--- src/hdl/rxdma_pkg.sv ---
//////////////////////////////////////////////////////////////////////
// Sizes and register codes for the receive DMA engine.
// Data moves in 16-byte words; the local ring FIFO is 64 KiB.
// A register write word is read as a page or as config fields.
//////////////////////////////////////////////////////////////////////
package rxdma_pkg;

    localparam integer WORD_BYTES_LOG = 4;                 // 16-byte data word

    localparam integer BUF_IDX_W   = 5;                    // 32 host buffers
    localparam integer BUF_CNT_W   = BUF_IDX_W + 1;        // Ring counter with wrap bit
    localparam integer LADDR_W     = 16 - WORD_BYTES_LOG;  // 64 KiB FIFO in words
    localparam integer RADDR_W     = 32 - WORD_BYTES_LOG;  // Host word address
    localparam integer PAGE_W      = 20;                   // Host address bits 31:12
    localparam integer BURST_W     = 12;                   // Burst size in words
    localparam integer BPB_W       = 5;                    // Bursts per buffer minus one
    localparam integer LEN_W       = 6;                    // Request words minus one
    localparam integer BUF_WORDS_W = 17;                   // Words in one buffer

    // Register group codes, taken from reg_addr[7:5]
    localparam logic [2:0] REG_ADDR_TBL = 3'd0;
    localparam logic [2:0] REG_BURST    = 3'd1;
    localparam logic [2:0] REG_BPB      = 3'd2;

    // Write word decoded per group code
    // Config burst words sit in bits 11:0 and bursts per buffer minus one in 16:12
    typedef union packed {
        struct packed {
            logic [PAGE_W-1:0]    num;     // Page number of the host buffer
            logic [31-PAGE_W:0]   unused;  // Offset within the 4 KiB page
        } page;
        struct packed {
            logic [31-BPB_W-BURST_W:0] rsvd;
            logic [BPB_W-1:0]          bpb;
            logic [BURST_W-1:0]        burst_words;
        } cfg;
    } rxdma_wdata_u;

endpackage

--- src/hdl/rxdma_reg_decode.sv ---
//////////////////////////////////////////////////////////////////////
// Register and command decode. Config writes are taken at any
// time but must only be issued while the DMA is stopped.
//////////////////////////////////////////////////////////////////////
`timescale 1ns/1ps

module rxdma_reg_decode (
    input  logic                             clk,
    input  logic                             rst,
    input  logic                             reg_valid,
    input  logic [7:0]                       reg_addr,
    input  rxdma_pkg::rxdma_wdata_u          reg_wdata,
    input  logic                             ctrl_valid,
    input  logic                             ctrl_start,
    output logic                             dma_en,
    output logic [rxdma_pkg::BURST_W-1:0]    burst_words,
    output logic [rxdma_pkg::BPB_W-1:0]      bufs_bursts,
    output logic                             tbl_we,
    output logic [rxdma_pkg::BUF_IDX_W-1:0]  tbl_idx,
    output logic [rxdma_pkg::PAGE_W-1:0]     tbl_page
);
    import rxdma_pkg::*;

    logic [2:0] grp;

    assign grp = reg_addr[7:5];

    always_ff @(posedge clk) begin
        if (rst) begin
            dma_en <= 1'b0;
            tbl_we <= 1'b0;
        end else begin
            tbl_we <= reg_valid && (grp == REG_ADDR_TBL);
            if (ctrl_valid) begin
                dma_en <= ctrl_start;  // Start sets, stop clears
            end
        end
    end

    // Pick the union member that matches the group
    always_ff @(posedge clk) begin
        if (reg_valid) begin
            case (grp)
                REG_ADDR_TBL: begin
                    tbl_idx  <= reg_addr[BUF_IDX_W-1:0];
                    tbl_page <= reg_wdata.page.num;
                end
                REG_BURST: burst_words <= reg_wdata.cfg.burst_words;
                REG_BPB:   bufs_bursts <= reg_wdata.cfg.bpb;
                default: ;  // Unmapped groups are ignored
            endcase
        end
    end

endmodule

--- src/hdl/rxdma_buf_ring.sv ---
//////////////////////////////////////////////////////////////////////
// Host buffer ring. Counters run from zero while enabled and clear
// when the DMA is stopped; the address table keeps its contents.
// A buffer counts as complete once its last burst has been filled.
//////////////////////////////////////////////////////////////////////
`timescale 1ns/1ps

module rxdma_buf_ring (
    input  logic                               clk,
    input  logic                               dma_en,
    input  logic [rxdma_pkg::BURST_W-1:0]      burst_words,
    input  logic [rxdma_pkg::BPB_W-1:0]        bufs_bursts,
    input  logic                               tbl_we,
    input  logic [rxdma_pkg::BUF_IDX_W-1:0]    tbl_idx,
    input  logic [rxdma_pkg::PAGE_W-1:0]       tbl_page,
    input  logic                               burst_fill,
    input  logic                               buf_done,
    input  logic                               confirm_valid,
    output logic [rxdma_pkg::BUF_WORDS_W-1:0]  avail_words,
    output logic                               buf_complete,
    output logic                               host_free,
    output logic [rxdma_pkg::PAGE_W-1:0]       cur_page
);
    import rxdma_pkg::*;

    logic [PAGE_W-1:0]    addr_tbl [2**BUF_IDX_W];
    logic [BUF_CNT_W-1:0] cnt_inram;      // Buffers fully filled in the FIFO
    logic [BUF_CNT_W-1:0] cnt_xfred;      // Buffers sent to the host
    logic [BUF_CNT_W-1:0] cnt_confirmed;  // Buffers handed back by the host
    logic [BUF_CNT_W-1:0] host_held;
    logic [BPB_W-1:0]     fill_bursts;    // Bursts in the buffer being filled
    logic [BPB_W:0]       bursts_seen;

    always_ff @(posedge clk) begin
        if (tbl_we) begin
            addr_tbl[tbl_idx] <= tbl_page;
        end
    end

    assign cur_page = addr_tbl[cnt_xfred[BUF_IDX_W-1:0]];

    // Transfer buffer is complete when the fill side is ahead of it
    assign buf_complete = (cnt_inram != cnt_xfred);
    assign bursts_seen  = buf_complete ? {1'b0, bufs_bursts} + 1'b1 : {1'b0, fill_bursts};
    assign avail_words  = BUF_WORDS_W'(bursts_seen) * BUF_WORDS_W'(burst_words);

    assign host_held = cnt_xfred - cnt_confirmed;
    assign host_free = !host_held[BUF_CNT_W-1];  // Fewer than 32 held by host

    always_ff @(posedge clk) begin
        if (!dma_en) begin
            cnt_inram     <= '0;
            cnt_xfred     <= '0;
            cnt_confirmed <= '0;
            fill_bursts   <= '0;
        end else begin
            if (burst_fill) begin
                if (fill_bursts == bufs_bursts) begin
                    fill_bursts <= '0;
                    cnt_inram   <= cnt_inram + 1'b1;
                end else begin
                    fill_bursts <= fill_bursts + 1'b1;
                end
            end
            if (buf_done) begin
                cnt_xfred <= cnt_xfred + 1'b1;
            end
            if (confirm_valid) begin
                cnt_confirmed <= cnt_confirmed + 1'b1;
            end
        end
    end

endmodule

--- src/hdl/rxdma_req_engine.sv ---
//////////////////////////////////////////////////////////////////////
// Splits the transfer buffer into write requests of at most one
// max payload. Only one request is outstanding; the host must
// accept every request and complete them in order.
//////////////////////////////////////////////////////////////////////
`timescale 1ns/1ps

module rxdma_req_engine (
    input  logic                               clk,
    input  logic                               dma_en,
    input  logic [1:0]                         cfg_max_payload_sz,
    input  logic [rxdma_pkg::BUF_WORDS_W-1:0]  avail_words,
    input  logic                               buf_complete,
    input  logic                               host_free,
    input  logic [rxdma_pkg::PAGE_W-1:0]       cur_page,
    input  logic                               cpl_valid,
    output logic                               req_valid,
    output logic [rxdma_pkg::LADDR_W-1:0]      req_laddr,
    output logic [rxdma_pkg::RADDR_W-1:0]      req_raddr,
    output logic [rxdma_pkg::LEN_W-1:0]        req_len,
    output logic                               buf_done
);
    import rxdma_pkg::*;

    logic [BUF_WORDS_W-1:0] sent_words;  // Words requested from this buffer
    logic [LADDR_W-1:0]     laddr_nxt;
    logic [RADDR_W-1:0]     raddr_nxt;
    logic                   busy;        // Request outstanding
    logic                   busy_last;   // It closes the buffer
    logic [LEN_W:0]         max_words;
    logic [BUF_WORDS_W-1:0] max_ext;
    logic [BUF_WORDS_W-1:0] unsent;
    logic                   full_ok;
    logic                   last_chunk;
    logic                   issue;
    logic [LEN_W:0]         chunk;
    logic [LEN_W:0]         chunk_m1;
    logic [RADDR_W-1:0]     raddr_cur;

    assign max_words = (LEN_W+1)'(8) << cfg_max_payload_sz;  // 8, 16, 32 or 64 words
    assign max_ext   = BUF_WORDS_W'(max_words);
    assign unsent    = avail_words - sent_words;
    assign full_ok   = (unsent >= max_ext);

    // Final words of a buffer only show up once it is complete
    assign last_chunk = buf_complete && (unsent <= max_ext);
    assign issue      = dma_en && !busy && host_free &&
                        (full_ok || (buf_complete && (unsent != '0)));

    assign chunk    = full_ok ? max_words : unsent[LEN_W:0];
    assign chunk_m1 = chunk - 1'b1;

    // First chunk starts at the page base of the table entry
    assign raddr_cur = (sent_words == '0) ?
                       {cur_page, {(RADDR_W-PAGE_W){1'b0}}} : raddr_nxt;

    assign buf_done = busy && busy_last && cpl_valid;

    always_ff @(posedge clk) begin
        req_valid <= issue;
        if (!dma_en) begin
            sent_words <= '0;
            laddr_nxt  <= '0;
            busy       <= 1'b0;
            busy_last  <= 1'b0;
        end else begin
            if (issue) begin
                sent_words <= sent_words + BUF_WORDS_W'(chunk);
                laddr_nxt  <= laddr_nxt + LADDR_W'(chunk);  // Wraps at FIFO end
                raddr_nxt  <= raddr_cur + RADDR_W'(chunk);
                busy       <= 1'b1;
                busy_last  <= last_chunk;
            end else if (cpl_valid) begin
                busy <= 1'b0;
            end
            if (buf_done) begin
                sent_words <= '0;  // Next buffer in the ring
            end
        end
    end

    always_ff @(posedge clk) begin
        if (issue) begin
            req_laddr <= laddr_nxt;
            req_raddr <= raddr_cur;
            req_len   <= chunk_m1[LEN_W-1:0];
        end
    end

endmodule

--- src/hdl/rxdma_cpl_track.sv ---
//////////////////////////////////////////////////////////////////////
// Completion accounting. Frees FIFO bursts as completed words
// cover them and raises one interrupt per finished buffer.
// Totals are modular; only their difference is meaningful.
//////////////////////////////////////////////////////////////////////
`timescale 1ns/1ps

module rxdma_cpl_track (
    input  logic                             clk,
    input  logic                             dma_en,
    input  logic [rxdma_pkg::BURST_W-1:0]    burst_words,
    input  logic                             req_valid,
    input  logic [rxdma_pkg::LEN_W-1:0]      req_len,
    input  logic                             cpl_valid,
    input  logic                             buf_done,
    output logic                             burst_release,
    output logic                             irq
);
    import rxdma_pkg::*;

    logic [LEN_W-1:0]       pend_len;     // Length of the outstanding request
    logic [BUF_WORDS_W-1:0] done_words;
    logic [BUF_WORDS_W-1:0] freed_words;
    logic [BUF_WORDS_W-1:0] held_words;
    logic [BUF_WORDS_W-1:0] burst_ext;
    logic                   can_free;

    assign burst_ext  = BUF_WORDS_W'(burst_words);
    assign held_words = done_words - freed_words;
    assign can_free   = (burst_ext != '0) && (held_words >= burst_ext);

    always_ff @(posedge clk) begin
        if (req_valid) begin
            pend_len <= req_len;
        end
    end

    always_ff @(posedge clk) begin
        if (!dma_en) begin
            done_words    <= '0;
            freed_words   <= '0;
            burst_release <= 1'b0;
            irq           <= 1'b0;
        end else begin
            burst_release <= can_free;  // One burst per cycle at most
            irq           <= buf_done;
            if (cpl_valid) begin
                done_words <= done_words + BUF_WORDS_W'(pend_len) + 1'b1;
            end
            if (can_free) begin
                freed_words <= freed_words + burst_ext;
            end
        end
    end

endmodule

--- src/hdl/rxdma_top.sv ---
//////////////////////////////////////////////////////////////////////
// Receive DMA engine top level. All strobes are single-cycle with
// no back-pressure; the host accepts every request it is given.
// Configuration is only valid while the DMA is stopped.
//////////////////////////////////////////////////////////////////////
`timescale 1ns/1ps

module rxdma_top (
    input  logic                             clk,
    input  logic                             rst,
    input  logic                             reg_valid,
    input  logic [7:0]                       reg_addr,
    input  rxdma_pkg::rxdma_wdata_u          reg_wdata,
    input  logic                             ctrl_valid,
    input  logic                             ctrl_start,
    input  logic [1:0]                       cfg_max_payload_sz,
    input  logic                             burst_fill,
    output logic                             burst_release,
    output logic                             req_valid,
    output logic [rxdma_pkg::LADDR_W-1:0]    req_laddr,
    output logic [rxdma_pkg::RADDR_W-1:0]    req_raddr,
    output logic [rxdma_pkg::LEN_W-1:0]      req_len,
    input  logic                             cpl_valid,
    input  logic                             confirm_valid,
    output logic                             irq,
    output logic                             dma_active
);
    import rxdma_pkg::*;

    logic                   dma_en;
    logic [BURST_W-1:0]     burst_words;
    logic [BPB_W-1:0]       bufs_bursts;
    logic                   tbl_we;
    logic [BUF_IDX_W-1:0]   tbl_idx;
    logic [PAGE_W-1:0]      tbl_page;
    logic [BUF_WORDS_W-1:0] avail_words;
    logic                   buf_complete;
    logic                   host_free;
    logic [PAGE_W-1:0]      cur_page;
    logic                   buf_done;

    assign dma_active = dma_en;

    rxdma_reg_decode u_decode (
        .clk         (clk),
        .rst         (rst),
        .reg_valid   (reg_valid),
        .reg_addr    (reg_addr),
        .reg_wdata   (reg_wdata),
        .ctrl_valid  (ctrl_valid),
        .ctrl_start  (ctrl_start),
        .dma_en      (dma_en),
        .burst_words (burst_words),
        .bufs_bursts (bufs_bursts),
        .tbl_we      (tbl_we),
        .tbl_idx     (tbl_idx),
        .tbl_page    (tbl_page)
    );

    rxdma_buf_ring u_ring (
        .clk           (clk),
        .dma_en        (dma_en),
        .burst_words   (burst_words),
        .bufs_bursts   (bufs_bursts),
        .tbl_we        (tbl_we),
        .tbl_idx       (tbl_idx),
        .tbl_page      (tbl_page),
        .burst_fill    (burst_fill),
        .buf_done      (buf_done),
        .confirm_valid (confirm_valid),
        .avail_words   (avail_words),
        .buf_complete  (buf_complete),
        .host_free     (host_free),
        .cur_page      (cur_page)
    );

    rxdma_req_engine u_engine (
        .clk                (clk),
        .dma_en             (dma_en),
        .cfg_max_payload_sz (cfg_max_payload_sz),
        .avail_words        (avail_words),
        .buf_complete       (buf_complete),
        .host_free          (host_free),
        .cur_page           (cur_page),
        .cpl_valid          (cpl_valid),
        .req_valid          (req_valid),
        .req_laddr          (req_laddr),
        .req_raddr          (req_raddr),
        .req_len            (req_len),
        .buf_done           (buf_done)
    );

    rxdma_cpl_track u_cpl (
        .clk           (clk),
        .dma_en        (dma_en),
        .burst_words   (burst_words),
        .req_valid     (req_valid),
        .req_len       (req_len),
        .cpl_valid     (cpl_valid),
        .buf_done      (buf_done),
        .burst_release (burst_release),
        .irq           (irq)
    );

endmodule

--- config.mk ---
export PLATFORM = sky130hd
export DESIGN_NAME = rxdma_top
export DESIGN_NICKNAME = d
export VERILOG_FILES = /design/src/hdl/rxdma_pkg.sv /design/src/hdl/rxdma_reg_decode.sv /design/src/hdl/rxdma_buf_ring.sv /design/src/hdl/rxdma_req_engine.sv /design/src/hdl/rxdma_cpl_track.sv /design/src/hdl/rxdma_top.sv
export SDC_FILE = /design/constraint.sdc
export NUM_CORES = 1
export LEC_CHECK = 0
export ABC_CLOCK_PERIOD_IN_PS = 9800
export BUFFER_PORTS_ARGS = -buffer_cell sky130_fd_sc_hd__buf_2
export CORE_UTILIZATION = 40
export DETAILED_ROUTE_END_ITERATION = 10
export GPL_TIMING_DRIVEN = 0
export MAX_ROUTING_LAYER = met4
export REMOVE_ABC_BUFFERS = 1
export SETUP_SLACK_MARGIN = 0.3
export SYNTH_ARGS = -nofsm -noshare
export SYNTH_HDL_FRONTEND = slang
export SYNTH_SLANG_ARGS = --single-unit
--- constraint.sdc ---
create_clock -name clk -period 9.8 [get_ports clk]
set_clock_uncertainty 0.15 [all_clocks]
set_input_delay 2.94 -clock clk [delete_from_list [all_inputs] [get_ports clk]]
set_output_delay 2.94 -clock clk [all_outputs]
set_load 0.03 [all_outputs]
Word-level counts from Yosys, hierarchy flattened

Memory sizes are Yosys's and may differ from the RTL's. A register that Yosys moved wholly into a read port is not among the register bits.
Index checks and enable logic that the tools add are counted.

Divide/modulo/power cells: 0
Multiplexer cells: 10
Multipliers: 1
Equal/unequal tests: 4
$lt $le $gt $ge: 3
Bitwise logic cells: 1
Add/sub/neg operators: 15
Reductions and logical operators: 23
Shift-type cells: 1

Operator list:

| cell                  | count |
|---|---|
| $reduce_bool 17->1    | 2 |
| $sub 17x17->17        | 2 |
| $add 28x7->28         | 1 |
| $mux 28               | 1 |
| $add 6x1->6 const B   | 3 |
| $add 17x1->17 const B | 1 |
| $add 17x12->17        | 1 |
| $add 17x6->17         | 1 |
| $add 17x7->17         | 1 |
| $ge 17x12->1          | 1 |
| $ge 17x7->1           | 1 |
| $le 17x7->1           | 1 |
| $logic_not 17->1      | 1 |
| $mul 6x12->17         | 1 |
| $mux 5                | 3 |
| $add 12x7->12         | 1 |
| $reduce_and 2->1      | 5 |
| $logic_and 1x1->1     | 9 |
| $mux 7                | 1 |
| $shl 4x2->7 const A   | 1 |
| $add 5x1->6 const B   | 1 |
| $mux 6                | 1 |
| $ne 6x6->1            | 1 |
| $sub 6x1->6 const B   | 1 |
| other kinds (12)      | 16 |

Bits in writable memories: 640
Bits of input ports: 50
Logic and storage cells: 83
Memories kept: 1
Latch bits: 0
Flip-flop bits (word level): 215
Bits in read-only memories: 0

Memory list:

| name            | words | bits a word | rd ports | clocked after memory_dff | write ports | RTL line             | RTL |
|---|---|---|---|---|---|---|---|
| u_ring.addr_tbl | 32    | 20          | 1        | 1                        | 1           | rxdma_buf_ring.sv:26 | `logic [PAGE_W-1:0] addr_tbl [2**BUF_IDX_W];` |

Longest topological paths before layout

Depth in word-level cells: 9
Mapped depth: 39

Cells and area by module

A second synthesis with hierarchy kept.

Cells, all modules: 2487
Area total of the unflattened synthesis: 39331.5 sq um

Modules (own cells, without submodules):

| module           | area each (sq um) | seq. area each (sq um) | instances | cells an instance |
|---|---|---|---|---|
| rxdma_buf_ring   | 28071.9           | 19779.0                | 1         | 1372 |
| rxdma_req_engine | 6414.9            | 2862.7                 | 1         | 647 |
| rxdma_cpl_track  | 3475.8            | 900.9                  | 1         | 417 |
| rxdma_reg_decode | 1368.8            | 1301.2                 | 1         | 51 |

Worst setup path after synthesis

Ideal clock, no wire load.

Kind: reg2reg
From: reg u_ring.cnt_inram[0]
To: reg u_engine.raddr_nxt[25] (data pin)
Arrival time: 8.655 ns
Buffers on the path: 4
Cell stages (with the launch flop): 39
Path slack: 0.730 ns
Required time: 9.384 ns
Setup time: 0.266 ns
Path through: dfxtp_1 > xor2_1 > nor4_1 > nand2_1 > clkbuf_1 > o21ai_0 > clkbuf_1 > nand2b_1 > fa_1 > fa_1 > inv_1 > fa_1 > inv_1 > fa_1 > inv_1 > ha_1 > o211ai_1 > o21ai_0 > (+3 left out) > a2111oi_1 > inv_1 > nor2_1 > buf_2 > nand2_1 > inv_1 > ha_1 > a21o_1 > a21oi_1 > o21ai_0 > a21oi_1 > o21ai_0 > and2_1 > clkbuf_1 > nand3_2 > or3_1 > nor3_2 > xor2_1

Word-level cells in the longest chain between the ends: 7

RTL lines:

| item                   | RTL line               | RTL |
|---|---|---|
| start, declared        | rxdma_buf_ring.sv:27   | `logic [BUF_CNT_W-1:0] cnt_inram;` |
| start signal, assigned | rxdma_buf_ring.sv:60   | `cnt_inram <= cnt_inram + 1'b1;` |
| $ne 6x6->1 *           | rxdma_buf_ring.sv:43   | `assign buf_complete = (cnt_inram != cnt_xfred);` |
| $mux 6 *               | rxdma_buf_ring.sv:44   | `assign bursts_seen = buf_complete ? {1'b0, bufs_bursts} + 1'b1 : {1'b0, fill_bursts};` |
| $mul 6x12->17 *        | rxdma_buf_ring.sv:45   | `assign avail_words = BUF_WORDS_W'(bursts_seen) * BUF_WORDS_W'(burst_words);` |
| $sub 17x17->17 *       | rxdma_req_engine.sv:42 | `assign unsent = avail_words - sent_words;` |
| $ge 17x7->1            | rxdma_req_engine.sv:43 | `assign full_ok = (unsent >= max_ext);` |
| $mux 7 *               | rxdma_req_engine.sv:50 | `assign chunk = full_ok ? max_words : unsent[LEN_W:0];` |
| $add 28x7->28 *        | rxdma_req_engine.sv:70 | `raddr_nxt <= raddr_cur + RADDR_W'(chunk);` |
| end signal, assigned   | rxdma_req_engine.sv:70 |  |
| end, declared          | rxdma_req_engine.sv:27 | `logic [RADDR_W-1:0] raddr_nxt;` |

Every way passes the cells marked *; elsewhere a longest branch is shown, timed or not.
A chain may end at the register's enable or synchronous reset.

Final worst setup path

From: reg u_ring.cnt_xfred[1]
To: reg u_engine.raddr_nxt[25] (data pin)

Word-level cells in the longest chain between the ends: 7

RTL lines:

| item                   | RTL line               | RTL |
|---|---|---|
| start, declared        | rxdma_buf_ring.sv:28   | `logic [BUF_CNT_W-1:0] cnt_xfred;` |
| start signal, assigned | rxdma_buf_ring.sv:66   | `cnt_xfred <= cnt_xfred + 1'b1;` |
| $ne 6x6->1 *           | rxdma_buf_ring.sv:43   |  |
| $mux 6 *               | rxdma_buf_ring.sv:44   |  |
| $mul 6x12->17 *        | rxdma_buf_ring.sv:45   |  |
| $sub 17x17->17 *       | rxdma_req_engine.sv:42 |  |
| $ge 17x7->1            | rxdma_req_engine.sv:43 |  |
| $mux 7 *               | rxdma_req_engine.sv:50 |  |
| $add 28x7->28 *        | rxdma_req_engine.sv:70 |  |

Marks and branches as above.

==> flow_summary.json <==
{
  "status": "completed",
  "hold_viol": 0,
  "cp.buffers_inverters": 4,
  "worst_path_max_delay_cell": "o21ai_0",
  "synth.lib_cells_used.distinct": 81,
  "arrival_ps": 9360,
  "chipWidth_um": 312,
  "worst_setup_hold_path_clk_slew_ps": 60,
  "finalWorstPathRequiredPeriod_ps": 9090,
  "cpPeakStageDelay_ps": 850,
  "post_layout_nonfiller_instances": 3826,
  "initial_utilization": 0.404,
  "num-fill-cells": 8157,
  "crit_start_category": "register",
  "numCtsBuffers": 91,
  "cts_tree": "yes",
  "async_reset_ff_frac": 0,
  "rsz0062_at_grt": "true",
  "avgSynthCellArea_um2": 16.4,
  "ctsRootBufferMaster": "clkbuf_16",
  "cts.sink_count": 860,
  "cts_max_path_buffers": 3,
  "crit_fanout": 11,
  "fp-row-count": 113,
  "first_global_vias": 21736,
  "finish.net_count": 2709,
  "gr_util_all_layers": 0.193,
  "max_cap_violations": 0,
  "dpl_worst_slack_ps": -2140,
  "vias": 20908,
  "dominantRegCellSynth": "edfxtp_1",
  "yosys.area.top_type_share": 0.596,
  "routed_wire_length_per_instance_um": 23.5,
  "io_pins": 100,
  "worst_path_most_repeated_cell": "fa_1",
  "globalplace.congestion": 0.883,
  "clock.fmax_mhz": 110,
  "grt-ovfl-total": 0,
  "grt_first_pass_wirelength_mm": 136,
  "die_y_um": 312,
  "finalSetupViolCount": 0,
  "synthDominantAreaCellType": "edfxtp_1",
  "slew_headroom": 0.0754,
  "required_ps": 10070,
  "yosys-top-cells-area": "edfxtp_1, mux4_2, dfxtp_1",
  "antenna_found_initial": 3,
  "finalWorstSetupSlack_ps": 709,
  "power.ir.vdd_worst_v": 0.000157,
  "power.density_cell_area_nw_per_um2": 177,
  "dieArea_um2": 97300,
  "placeable_core_region_um2": 95000,
  "seq_area_frac_synth": 0.647,
  "maximum_number_of_pins_on_one_net_before_global_route_repair": 51,
  "total_leakage_power_uw": 0.0146,
  "layout_worst_path_cycle_share": 0.928,
  "routed_wirelength_mm": 89.9,
  "syn_inst": 2343,
  "number_of_detailed_route_iterations_in_the_first_pass": 5,
  "initialDrtViolationCount": 1825,
  "hold_class": "reg -> reg",
  "number_of_enable_type_register_cells_in_the_synthesized_netlist": 762,
  "ys_top_cells_by_count": "edfxtp_1, mux4_2, nor2_1",
  "yosys_warnings": 0,
  "yosysMostFrequentCell": "edfxtp_1",
  "dpl.hpwl_mm": 55.8,
  "ys_seq_elements": 860,
  "path_class": "reg -> reg",
  "tns_ps": 0,
  "placed_cells": 3647,
  "critPathTopFamily": "adder cells",
  "layout_stage_area_growth_over_the_synthesis_result_pct": 14.1,
  "timing.final.max_slew_violations": 0,
  "tightest_slew_ps": 1380,
  "postRouteAntennaNets": 0,
  "post_route_cells_drive_above_1_share": 0.217,
  "clock_tree.htree_level_count": 3,
  "buffer_ports.inserted": 99,
  "synthesis.area_um2": 38400,
  "routed_via_density": 5.46,
  "endpoint_kind": "register",
  "route.detailed.drc": 0,
  "clkLatencyLatePin_ps": 680
}
## final timing paths
kind,from,to,slack [ps],cells past startpoint
worst max-delay path,u_ring.cnt_xfred[1],u_engine.raddr_nxt[25],710,30
worst min-delay path,u_engine.req_len[0],u_cpl.pend_len[0],290,0
worst max register to register,u_ring.cnt_xfred[1],u_engine.raddr_nxt[25],710,30
worst min register to register,u_engine.req_len[0],u_cpl.pend_len[0],290,0
## report_power, final
part | switching (uW) | leakage [uW] | internal, uW
clock | 1470 | 0.00140 | 1860
combinational | 225 | 0.00548 | 150
sequential | 45.3 | 0.00766 | 4000
total | 1740 | 0.0146 | 6010
## cell usage in the layout (no fill, tap or decap), types with 6 or more instances in the layout
cell type / synthesis / final
nor2b_1: 17 / 17
o21ai_2: 5 / 9
o21ai_0: 63 / 58
clkbuf_16: 0 / 94
and3_1: 12 / 11
nand4_1: 18 / 18
nand3b_1: 7 / 7
dfxtp_1: 98 / 94
o21bai_1: 6 / 6
a21o_1: 29 / 29
nor3_1: 15 / 14
a21oi_1: 80 / 79
clkinv_1: 0 / 14
a211oi_1: 6 / 6
nand3_1: 38 / 37
buf_4: 6 / 15
and2_1: 26 / 24
nand2b_1: 20 / 20
ha_1: 112 / 112
fa_1: 60 / 60
nand2_1: 116 / 115
clkbuf_1: 33 / 22
clkinv_2: 0 / 20
xor2_1: 53 / 52
edfxtp_1: 762 / 762
o21ai_1: 11 / 11
buf_2: 17 / 99
o31ai_1: 6 / 6
mux2i_1: 41 / 39
xnor2_1: 65 / 65
or3_1: 19 / 19
nor4_1: 10 / 8
o21a_1: 10 / 10
buf_16: 0 / 11
nor2_4: 0 / 33
inv_1: 132 / 129
nor2_1: 154 / 121
mux4_2: 200 / 200
## final cells by class
type	instances	area, um^2	area share
clock buffer	117	2450	0.0559
tap	1265	1580	0.0361
antenna	1	2.50	0.0000571
sequential	860	24900	0.567
inverter	133	502	0.0114
multi-input combinational	1270	13000	0.296
timing repair buffer	131	1020	0.0233
clock inverter	49	439	0.0100
## through the flow
stage / util / hold WS, ps / total power [uW] / instance area [um^2]
after floorplan: - / 267 / 4360 / 37900
after global placement: 0.421 / 278 / 4460 / 40000
after detailed placement: 0.428 / 281 / 4480 / 40700
after CTS: 0.460 / 294 / 7820 / 43700
after global routing: 0.461 / 312 / 7990 / 43800
final: 0.461 / 290 / 7750 / 43800
## logic make-up (layout without fill, tap and decap cells)
family                     count (synthesis)  count (layout)  share of synthesized area
xor gates and xnor gates                 119             119                     0.0276
and+or+nand+nor                          477             477                     0.0608
DFF                                      860             860                      0.647
other                                      0               1                          0
muxes                                    245             245                      0.129
AOI/OAI and AO/OA                        257             257                     0.0424
buffers and inverters                    213             430                     0.0256
adders and majority gates                172             172                     0.0677
## worst reg2reg max path, delay by kind of cell, from the launching register on
kind                       cells  cell delay (ps)
muxes                          1              470
adders and majority gates      6             2620
buffers and inverters          4              430
DFF                            1              420
xor gates and xnor gates       3              710
AOI/OAI and AO/OA              5             1760
and+or+nand+nor               11             2280
## flip-flops by register name, summed over array words and instances, names as in the netlist, 5 cells and up, named ones only
signal                count
u_ring.addr_tbl         640
u_engine.raddr_nxt       28
u_engine.req_raddr       28
u_decode.tbl_page        20
u_cpl.done_words         17
u_cpl.freed_words        17
u_engine.sent_words      16
u_decode.burst_words     12
u_engine.laddr_nxt       12
u_engine.req_laddr       12
u_cpl.pend_len            6
u_engine.req_len          6
u_ring.cnt_confirmed      6
u_ring.cnt_inram          6
u_ring.cnt_xfred          6
u_decode.bufs_bursts      5
u_decode.tbl_idx          5
u_ring.fill_bursts        5
## what timing repair did
| action | CTS | global route |
|---|---|---|
| hold buffers | 0 | 0 |
| cloned | 0 | 0 |
| setup buffers | 7 | 5 |
| setup endpoints to repair | 58 | 19 |
| resized for setup | 23 | 11 |
| pin swaps | 2 | 1 |
## per-layer routing
| metal | wire, um | GRT usage |
|---|---|---|
| met1 | 36800 | 0.241 |
| met2 | 45600 | 0.324 |
| met3 | 4770 | 0.0265 |
| met4 | 2750 | 0.0618 |
| met5 | 0 | - |
Note: power is estimated with default switching activity, not from simulation.
